File: src/rtl/rename_pkg.sv
package rename_pkg;

    localparam int TAG_W         = 8;
    localparam int LOG_W         = 5;
    localparam int PAGE_W        = 3;
    localparam int OPCODE_W      = 7;

    localparam int NUM_LOG_REGS  = 32;
    localparam int NUM_PHYS_REGS = 64;
    localparam int NUM_PAGES     = 8;
    localparam int FL_PTR_W      = $clog2(NUM_PHYS_REGS);  // free list pointer width

    typedef logic [TAG_W-1:0]              phys_tag_t;
    typedef logic [LOG_W-1:0]              log_reg_t;
    typedef logic [PAGE_W-1:0]             page_t;
    typedef logic [OPCODE_W-1:0]           opcode_t;
    typedef logic [NUM_LOG_REGS*TAG_W-1:0] snapshot_t;  // entry k sits at bits [k*8 +: 8]

    localparam phys_tag_t TAG_NO_SRC = 8'd254;  // operand not read by this opcode
    localparam phys_tag_t TAG_NO_DST = 8'd255;  // no destination written

    localparam opcode_t OP_JALR   = 7'b1100111;
    localparam opcode_t OP_LOAD   = 7'b0000011;
    localparam opcode_t OP_IMM    = 7'b0010011;
    localparam opcode_t OP_LUI    = 7'b0110111;
    localparam opcode_t OP_AUIPC  = 7'b0010111;
    localparam opcode_t OP_JAL    = 7'b1101111;
    localparam opcode_t OP_BRANCH = 7'b1100011;
    localparam opcode_t OP_STORE  = 7'b0100011;
    localparam opcode_t OP_BUBBLE = 7'b0000000;

    // entry of one logical register inside a packed snapshot
    function automatic phys_tag_t get_tag(snapshot_t snap, log_reg_t idx);
        return snap[idx*TAG_W +: TAG_W];
    endfunction

    function automatic snapshot_t identity_snapshot();
        snapshot_t snap;
        for (int k = 0; k < NUM_LOG_REGS; k++) begin
            snap[k*TAG_W +: TAG_W] = phys_tag_t'(k);  // x<k> maps to tag k
        end
        return snap;
    endfunction

endpackage
File: src/rtl/checkpoint_if.sv
`timescale 1ns/100ps

interface checkpoint_if;

    logic                  save;          // write save_data into save_page this edge
    rename_pkg::page_t     save_page;
    logic                  restore;       // restore_page is being loaded this cycle
    rename_pkg::page_t     restore_page;
    rename_pkg::snapshot_t save_data;
    rename_pkg::snapshot_t restore_data;

    modport table_side (
        output save,
        output save_page,
        output restore,
        output restore_page,
        output save_data,
        input  restore_data
    );

    modport store_side (
        input  save,
        input  save_page,
        input  restore,
        input  restore_page,
        input  save_data,
        output restore_data
    );

endinterface

File: src/rtl/rename_stage.sv
`timescale 1ns/100ps

module rename_stage (
    input  logic                  clk,
    input  logic                  reset,
    input  rename_pkg::opcode_t   opcode,
    input  rename_pkg::log_reg_t  logical_addr1,
    input  rename_pkg::log_reg_t  logical_addr2,
    input  rename_pkg::log_reg_t  rd_logical_addr,
    input  logic                  if_id_flush,
    input  logic                  save_state,
    input  rename_pkg::page_t     save_page,
    input  logic                  restore_state,
    input  rename_pkg::page_t     restore_page,
    output rename_pkg::phys_tag_t phy_addr_out1,
    output rename_pkg::phys_tag_t phy_addr_out2,
    output rename_pkg::phys_tag_t rd_phy_out
);

    logic                  alloc;
    logic                  release_en;
    rename_pkg::phys_tag_t release_tag;
    rename_pkg::phys_tag_t head_tag;

    checkpoint_if ckpt ();  // snapshot path between the table and the page store

    alias_table u_alias_table (
        .clk             (clk),
        .reset           (reset),
        .opcode          (opcode),
        .logical_addr1   (logical_addr1),
        .logical_addr2   (logical_addr2),
        .rd_logical_addr (rd_logical_addr),
        .if_id_flush     (if_id_flush),
        .save_state      (save_state),
        .save_page       (save_page),
        .restore_state   (restore_state),
        .restore_page    (restore_page),
        .head_tag        (head_tag),
        .alloc           (alloc),
        .release_en      (release_en),
        .release_tag     (release_tag),
        .phy_addr_out1   (phy_addr_out1),
        .phy_addr_out2   (phy_addr_out2),
        .rd_phy_out      (rd_phy_out),
        .ckpt            (ckpt.table_side)
    );

    free_list u_free_list (
        .clk         (clk),
        .reset       (reset),
        .alloc       (alloc),
        .release_en  (release_en),
        .release_tag (release_tag),
        .head_tag    (head_tag)
    );

    checkpoint_store u_checkpoint_store (
        .clk   (clk),
        .reset (reset),
        .ckpt  (ckpt.store_side)
    );

endmodule

File: src/rtl/alias_table.sv
`timescale 1ns/100ps

module alias_table (
    input  logic                  clk,
    input  logic                  reset,
    input  rename_pkg::opcode_t   opcode,
    input  rename_pkg::log_reg_t  logical_addr1,
    input  rename_pkg::log_reg_t  logical_addr2,
    input  rename_pkg::log_reg_t  rd_logical_addr,
    input  logic                  if_id_flush,
    input  logic                  save_state,
    input  rename_pkg::page_t     save_page,
    input  logic                  restore_state,
    input  rename_pkg::page_t     restore_page,
    input  rename_pkg::phys_tag_t head_tag,       // next free tag from the free list
    output logic                  alloc,
    output logic                  release_en,
    output rename_pkg::phys_tag_t release_tag,
    output rename_pkg::phys_tag_t phy_addr_out1,
    output rename_pkg::phys_tag_t phy_addr_out2,
    output rename_pkg::phys_tag_t rd_phy_out,
    checkpoint_if.table_side      ckpt
);

    rename_pkg::snapshot_t table_q;     // current logical to physical map
    rename_pkg::snapshot_t lookup;      // map that this cycle's instruction reads
    rename_pkg::snapshot_t table_next;  // lookup with the new destination applied
    logic                  active;
    logic                  do_restore;
    logic                  use_src1;
    logic                  use_src2;
    logic                  has_dst;

    assign active     = !if_id_flush;                  // a flushed slot touches nothing
    assign do_restore = restore_state && active;
    assign lookup     = do_restore ? ckpt.restore_data : table_q;

    assign ckpt.save         = save_state && active;
    assign ckpt.save_page    = save_page;
    assign ckpt.restore      = do_restore;
    assign ckpt.restore_page = restore_page;
    assign ckpt.save_data    = table_q;                // contents before this cycle's remap

    always_comb begin
        use_src1 = 1'b1;
        use_src2 = 1'b1;
        case (opcode)
            rename_pkg::OP_JALR, rename_pkg::OP_LOAD, rename_pkg::OP_IMM: begin
                use_src2 = 1'b0;                       // immediate takes the rs2 slot
            end
            rename_pkg::OP_LUI, rename_pkg::OP_AUIPC, rename_pkg::OP_JAL: begin
                use_src1 = 1'b0;
                use_src2 = 1'b0;
            end
            default: begin
                use_src1 = 1'b1;
                use_src2 = 1'b1;
            end
        endcase
    end

    // branches, stores and bubbles write no register, and x0 is never renamed
    assign has_dst = (opcode != rename_pkg::OP_BRANCH) &&
                     (opcode != rename_pkg::OP_STORE) &&
                     (opcode != rename_pkg::OP_BUBBLE) &&
                     (rd_logical_addr != '0);

    assign alloc       = active && has_dst;
    assign release_en  = active && has_dst;            // the displaced tag is freed right away
    assign release_tag = rename_pkg::get_tag(lookup, rd_logical_addr);

    always_comb begin
        table_next = lookup;
        if (has_dst) begin
            table_next[rd_logical_addr*rename_pkg::TAG_W +: rename_pkg::TAG_W] = head_tag;
        end
    end

    always_ff @(posedge clk) begin
        if (reset) begin
            table_q       <= rename_pkg::identity_snapshot();
            phy_addr_out1 <= rename_pkg::TAG_NO_SRC;
            phy_addr_out2 <= rename_pkg::TAG_NO_SRC;
            rd_phy_out    <= rename_pkg::TAG_NO_DST;
        end else if (active) begin
            table_q       <= table_next;
            phy_addr_out1 <= use_src1 ? rename_pkg::get_tag(lookup, logical_addr1)
                                      : rename_pkg::TAG_NO_SRC;
            phy_addr_out2 <= use_src2 ? rename_pkg::get_tag(lookup, logical_addr2)
                                      : rename_pkg::TAG_NO_SRC;
            rd_phy_out    <= has_dst ? head_tag : rename_pkg::TAG_NO_DST;
        end
    end

    // the free list must only ever hand out real physical registers
    a_dst_not_sentinel: assert property (
        @(posedge clk) disable iff (reset)
        alloc |=> (rd_phy_out != rename_pkg::TAG_NO_SRC) &&
                  (rd_phy_out != rename_pkg::TAG_NO_DST)
    ) else $error("destination renamed to sentinel tag %0d", rd_phy_out);

endmodule

File: src/rtl/checkpoint_store.sv
`timescale 1ns/100ps

module checkpoint_store (
    input  logic                    clk,
    input  logic                    reset,
    checkpoint_if.store_side        ckpt
);

    rename_pkg::snapshot_t pages [rename_pkg::NUM_PAGES];  // one full alias table per page

    // a restore sees the page as it stands before this edge
    assign ckpt.restore_data = pages[ckpt.restore_page];

    always_ff @(posedge clk) begin
        if (reset) begin
            for (int p = 0; p < rename_pkg::NUM_PAGES; p++) begin
                pages[p] <= rename_pkg::identity_snapshot();
            end
        end else if (ckpt.save) begin
            pages[ckpt.save_page] <= ckpt.save_data;
        end
    end

    // writing and reading one page in the same cycle would make the restored
    // contents depend on which side wins, so the front end must keep them apart
    a_save_restore_distinct: assert property (
        @(posedge clk) disable iff (reset)
        (ckpt.save && ckpt.restore) |-> (ckpt.save_page != ckpt.restore_page)
    ) else $error("save and restore target page %0d together", ckpt.save_page);

endmodule

File: src/rtl/free_list.sv
`timescale 1ns/100ps

module free_list (
    input  logic                  clk,
    input  logic                  reset,
    input  logic                  alloc,        // pop the head tag at this edge
    input  logic                  release_en,   // push release_tag at the tail at this edge
    input  rename_pkg::phys_tag_t release_tag,
    output rename_pkg::phys_tag_t head_tag
);

    rename_pkg::phys_tag_t            fifo_mem [rename_pkg::NUM_PHYS_REGS];
    logic [rename_pkg::FL_PTR_W-1:0]  head_ptr;
    logic [rename_pkg::FL_PTR_W-1:0]  tail_ptr;
    logic [rename_pkg::FL_PTR_W:0]    count;      // one extra bit so a full FIFO can be counted

    assign head_tag = fifo_mem[head_ptr];  // next tag to hand out, no read latency

    always_ff @(posedge clk) begin
        if (reset) begin
            for (int i = 0; i < rename_pkg::NUM_PHYS_REGS; i++) begin
                if (i < rename_pkg::NUM_PHYS_REGS - rename_pkg::NUM_LOG_REGS) begin
                    // tags above the identity mapping start out free, lowest first
                    fifo_mem[i] <= rename_pkg::phys_tag_t'(i + rename_pkg::NUM_LOG_REGS);
                end else begin
                    fifo_mem[i] <= '0;
                end
            end
        end else if (release_en) begin
            fifo_mem[tail_ptr] <= release_tag;
        end
    end

    always_ff @(posedge clk) begin
        if (reset) begin
            head_ptr <= '0;
            tail_ptr <= rename_pkg::FL_PTR_W'(rename_pkg::NUM_PHYS_REGS - rename_pkg::NUM_LOG_REGS);
            count    <= (rename_pkg::FL_PTR_W + 1)'(rename_pkg::NUM_PHYS_REGS -
                                                   rename_pkg::NUM_LOG_REGS);
        end else begin
            if (alloc) begin
                head_ptr <= head_ptr + 1'b1;  // pointers wrap on their own at 64
            end
            if (release_en) begin
                tail_ptr <= tail_ptr + 1'b1;
            end
            case ({alloc, release_en})
                2'b10:   count <= count - 1'b1;
                2'b01:   count <= count + 1'b1;
                default: count <= count;       // paired pop and push leave it unchanged
            endcase
        end
    end

    // the rename stage pairs every pop with a push, so these only fire on a broken pairing
    a_no_alloc_when_empty: assert property (
        @(posedge clk) disable iff (reset)
        alloc |-> (count != '0)
    ) else $error("free list popped while empty");

    a_no_release_when_full: assert property (
        @(posedge clk) disable iff (reset)
        (release_en && !alloc) |-> (count != (rename_pkg::FL_PTR_W + 1)'(rename_pkg::NUM_PHYS_REGS))
    ) else $error("free list pushed while full");

endmodule

File: config.mk
export PLATFORM = sky130hd
export DESIGN_NAME = rename_stage
export DESIGN_NICKNAME = d
export VERILOG_FILES = /design/src/rtl/rename_pkg.sv /design/src/rtl/checkpoint_if.sv /design/src/rtl/rename_stage.sv /design/src/rtl/alias_table.sv /design/src/rtl/checkpoint_store.sv /design/src/rtl/free_list.sv
export SDC_FILE = /design/constraint.sdc
export NUM_CORES = 2
export LEC_CHECK = 0
export BUFFER_PORTS_ARGS = -buffer_cell sky130_fd_sc_hd__buf_2
export CORE_ASPECT_RATIO = 0.5
export CORE_UTILIZATION = 45
export CTS_BUF_LIST = sky130_fd_sc_hd__clkbuf_8 sky130_fd_sc_hd__clkbuf_16
export CTS_CLUSTER_DIAMETER = 60
export DETAILED_ROUTE_END_ITERATION = 8
export PLACE_DENSITY = 0.69
export SYNTH_ARGS = -nofsm -noshare
export SYNTH_HDL_FRONTEND = slang
export SYNTH_SLANG_ARGS = --single-unit
File: constraint.sdc
create_clock -name clk -period 6.5 [get_ports clk]
set_input_delay 0.65 -clock clk [delete_from_list [all_inputs] [get_ports clk]]
set_output_delay 0.65 -clock clk [all_outputs]
set_load 0.005 [all_outputs]
After elaboration in Yosys (flattened, before gate mapping)
Memory sizes are Yosys's and may differ from the RTL's. A register that Yosys moved wholly into a read port is not among the register bits.
Index checks and enable logic that the tools add are counted.
{"block": "word_totals", "ff_bits": 292, "output_inout_bits": 24, "ram_bits": 2560, "in_bits": 33, "word_cells": 59, "mem_count": 2}
{"block": "classes", "n_eq_ne": 8, "n_addsub": 3, "shifts": 5, "n_mux": 22, "reduce_logical": 13}
{"name": "u_checkpoint_store.pages", "depth": 8, "word_bits": 256, "read_ports": 1, "rd_clocked_by_memory_dff": 0, "wr": 8, "line": "checkpoint_store.sv:9", "rtl": "rename_pkg::snapshot_t pages [rename_pkg::NUM_PAGES];"}
{"name": "u_free_list.fifo_mem", "depth": 64, "word_bits": 8, "read_ports": 1, "rd_clocked_by_memory_dff": 1, "wr": 64, "line": "free_list.sv:12", "rtl": "rename_pkg::phys_tag_t fifo_mem [rename_pkg::NUM_PHYS_REGS];"}
{"op": "$mux W256", "n": 3}
{"op": "$shiftx A256 B9 Y8", "n": 3}
{"op": "$bwmux W256", "n": 1}
{"op": "$reduce_or A256 Y1", "n": 1}
{"op": "$shift A8 B34 Y256 const A", "n": 1}
{"op": "$shiftx A8 B34 Y256", "n": 1}
{"op": "$neg A8 Y34", "n": 1}
{"op": "$mux W8", "n": 4}
{"op": "$mux W6", "n": 3}
{"op": "$eq A7 B5 Y1 const B", "n": 2}
{"op": "$eq A7 B7 Y1 const B", "n": 2}
{"op": "$add A6 B1 Y6 const B", "n": 2}
{"op": "$mux W1", "n": 10}
{"op": "$reduce_or A8 Y1", "n": 1}
{"op": "$eq A7 B2 Y1 const B", "n": 1}
{"op": "$eq A7 B6 Y1 const B", "n": 1}
{"op": "$ne A7 B6 Y1 const B", "n": 1}
{"op": "$ne A7 B7 Y1 const B", "n": 1}
{"op": "$reduce_bool A7 Y1", "n": 1}
{"op": "$logic_and A1 B1 Y1", "n": 6}
{"op": "$reduce_or A6 Y1", "n": 1}
{"op": "$reduce_bool A5 Y1", "n": 1}
{"op": "$mux W3", "n": 1}
{"op": "$reduce_or A3 Y1", "n": 1}
{"op": "$logic_not A1 Y1", "n": 1}

Logic depth before layout (Yosys ltp)
{"block": "logic_depth", "word_depth": 10, "mapped_depth": 17}

Hierarchy
From an unflattened synthesis, not the netlist that was laid out.
{"block": "unflattened", "hier_cells": 9624, "area_unflattened_um2": 138590.4}
{"mod": "checkpoint_store", "cells_each": 5480, "seq_area_each_um2": 61499.0, "area_per_inst_um2": 91604.1, "n_inst": 1}
{"mod": "free_list", "cells_each": 1703, "seq_area_each_um2": 15735.1, "area_per_inst_um2": 24618.6, "n_inst": 1}
{"mod": "alias_table", "cells_each": 2441, "seq_area_each_um2": 5605.4, "area_per_inst_um2": 22367.7, "n_inst": 1}

Least setup slack after synthesis
Ideal clock, no wire load.
{"block": "synth_path", "path_type": "input to register", "start": "input reset", "end": "memory u_checkpoint_store.pages[2][0] (netlist bit), enable pin", "setup_time_ns": 0.511, "setup_slack_ns": 0.859, "arrival_time_ns": 5.130, "path_buffers": 3, "stages": 6, "cell_sequence": "clkbuf_1 or2_2 clkbuf_1 nor4_1 clkbuf_1 or2_2"}
{"item": "from (decl)", "line": "rename_stage.sv:5", "rtl": "input logic reset,"}
{"item": "to (decl)", "line": "checkpoint_store.sv:9"}

==> summary.txt <==
Run status
  • Status: complete, but fails checks
  • Failing checks: design-rule violations, max-capacitance violations, max-slew violations

CTS
  • Htree depth: 5
  • Clock tree buffer depth: 4
  • Post-CTS setup buffers: 0
  • # resized after CTS: 0
  • Clock root buffer: clkbuf_16
  • Clk_lat worst skew: 950 ps
  • Reg clk slew, reported paths: 60 ps
  • Sink Count: 2858
  • Cts hold-fix bufs: 0
  • TritonCTS clock tree: yes
  • CTS Buf Count: 275

Setup path
  • WS Path Type: input port to register
  • Crit path max fanout: 49
  • Critical path capture point type: register
  • Crit start category: input port
  • CP required: 7200 ps
  • Critical path arrival: 5630 ps

Floorplan
  • Rows: 142
  • DIE AREA: 307100 um2
  • I/O pins: 57
  • Die Span Y: 392.3 um
  • Die Wd: 782.7 um
  • Initial core utilization: 0.4551
  • Core ar.: 301300 um2

Timing
  • Hold_ws: 245.1 ps
  • Max Fclk: 202.8 MHz
  • Minimum clock period after layout: 4930 ps
  • Final hold viol count: 0
  • Endpoints failing setup: 0
  • RSZ-0062 raised after global routing: no
  • Worst Tran Pin Value: 1521 ps
  • TNS Setup: 0 ps
  • Relative slew slack: -0.02293
  • Crit share post-route: 0.7585
  • Clock Skews: 102.1 ps
  • Max Slew Vio Count: 13

Yosys
  • Top FF cell, synth: edfxtp_1
  • Synthesis Warnings: 0
  • Average size of a mapped cell: 13.06 um2
  • Syn Nets: 10540
  • Post-Syn Instances: 10500
  • Post-synth cell types: 94
  • Post-Syn Area: 137100 um2
  • Number of flops mapped to enable cells by yosys: 2560
  • Yosys reg bits: 2858
  • Seq/Total Area, Yosys: 0.6041
  • Asr flop ratio synth: 0

Route
  • Final WL: 567.2 mm
  • DR pass1 iterations: 9
  • Antenna viol nets, final: 0
  • Vias post-DR: 99700
  • Average vias per placed instance: 6.776
  • Number of remaining DRC errors: 40
  • WL per Instance: 38.55 um
  • Initial DRC Count: 17180

GRT
  • Initial antenna violation count: 59
  • First-pass GRT wire length: 770.8 mm
  • Vias in the first global route: 91870
  • Largest net degree at the start of global routing: 132
  • Gr usage total: 0.3602
  • Grt total ovfl: 0

Pwr
  • Worst VDD drop: 200.0 uV
  • Leakage: 49.91 nW
  • Pwr per Cell Area: 273.4 nW/um2

Finish
  • Area growth syn-to-layout: 11.30%
  • Most common cell after layout, fill and taps aside: edfxtp_1
  • Commonest cells after routing, fill and taps aside: edfxtp_1 (2560), and2_1 (1409), nor2_1 (741)
  • Net count, final: 10460
  • Fin cells: 14710
  • Share of cells above drive strength 1: 0.1738

Min path
  • Hold Path Class: input port to register

Job
  • Max Cap Viol: 2

Place
  • Gpl congestion: 1.112
  • Number of port buffers: 56
  • Post-DP HPWL: 377.0 mm
  • Placed cell count: 14180
per-stage QoR:
stage / total power, mW / utilization / area [um2] / setup WS, ps
detailed placement: 25.67 / 0.4771 / 143800 / 1169
floorplan: 23.46 / - / 137100 / 859.2
global placement: 25.63 / 0.4770 / 143700 / 1183
finish: 41.73 / 0.5065 / 152600 / 1570
CTS: 41.47 / 0.5060 / 152500 / 2042
global route: 42.38 / 0.5061 / 152500 / 1774
power breakdown:
part	internal (mW)	switching, mW
Clock	8.76	7.44
Combinational	1.34	3.31
Sequential	20.5	0.427
Total	30.6	11.2
worst max-delay path, stage by stage:
cell	delay [ps]
buf_8	450
nand2b_2	600
buf_4	390
buf_4	200
o22ai_1	70
o31ai_1	740
a2111oi_0	260
nor4_1	1170
buf_4	280
a31oi_4	140
buf_12	330
a21oi_1	160
cells by family (layout without fill, tap and decap cells):
group,count (synthesis),after routing,synth area share
and+or+nand+nor,3846,3846,0.1515
DFF,2858,2858,0.6041
AOI/OAI and AO/OA,1713,1713,0.08486
muxes,1084,1084,0.1257
buffers and inverters,983,1114,0.03257
xor gates and xnor gates,10,10,0.0006387
adders and majority gates,7,7,0.0006387
other,0,49,0
path summary, 6_finish.rpt:
| kind | cells after the start | endpoint | startpoint | slack, ps |
|---|---|---|---|---|
| setup reg to reg | 9 | u_alias_table.ckpt.save_data[48] | register | 1950 |
| hold reg to reg | 2 | register | u_free_list.head_ptr[5] | 500 |
| hold / removal | 2 | u_alias_table.ckpt.save_data[4] | reset | 250 |
| setup / recovery | 12 | u_free_list.fifo_mem[40][5] | restore_page[2] | 1570 |
synth_stat cells, types with 90 or more instances:
master    instances  area (um2)
dfxtp_1         298        5966
nand2b_1        569        3560
o22ai_1         213        1333
or3_1           166        1039
edfxtp_1       2560       76870
mux2i_1         342        3423
buf_2           149       745.7
nand3_1         142       710.7
a211oi_1         92       690.7
a21oi_1         354        1772
and2_1         1409        8815
nand2_1         508        1907
mux2_2          257        2894
o21ai_0         257        1286
clkbuf_1        625        2346
a22oi_1         140        1051
nor2_1          758        2845
nor3_1           90       450.4
mux4_2          479       10790
layout make-up:
type / instances / area (um2)
diodes: 49 / 122.6
clock buffers: 297 / 7263
multi-input cells: 6660 / 50200
well taps: 4032 / 5045
inverters: 32 / 122.6
fillers: 25660 / 148700
flip-flops and latches: 2858 / 82850
repair buffers: 597 / 5559
clock inverters: 188 / 1454
registers in the layout, indices dropped and copies added (netlist names), named ones only:
signal                        cells
u_alias_table.ckpt.save_data    256
u_alias_table.phy_addr_out1       8
u_alias_table.phy_addr_out2       8
u_alias_table.rd_phy_out          8
u_checkpoint_store.pages       2048
u_free_list.fifo_mem            512
u_free_list.head_ptr              6
u_free_list.tail_ptr              6
routing by layer:
| layer | routed length [um] | part of all wire | vias to the layer above | GRT usage |
|---|---|---|---|---|
| li1 | - | - | 39340 | - |
| met1 | 220100 | 0.39 | 50900 | 0.4987 |
| met2 | 232600 | 0.41 | 7855 | 0.5058 |
| met3 | 82260 | 0.15 | 1574 | 0.1318 |
| met4 | 31880 | 0.056 | 28 | 0.1634 |
| met5 | 272 | 0.00048 | - | 0.0003133 |
Power figures use the tool's default switching activity.
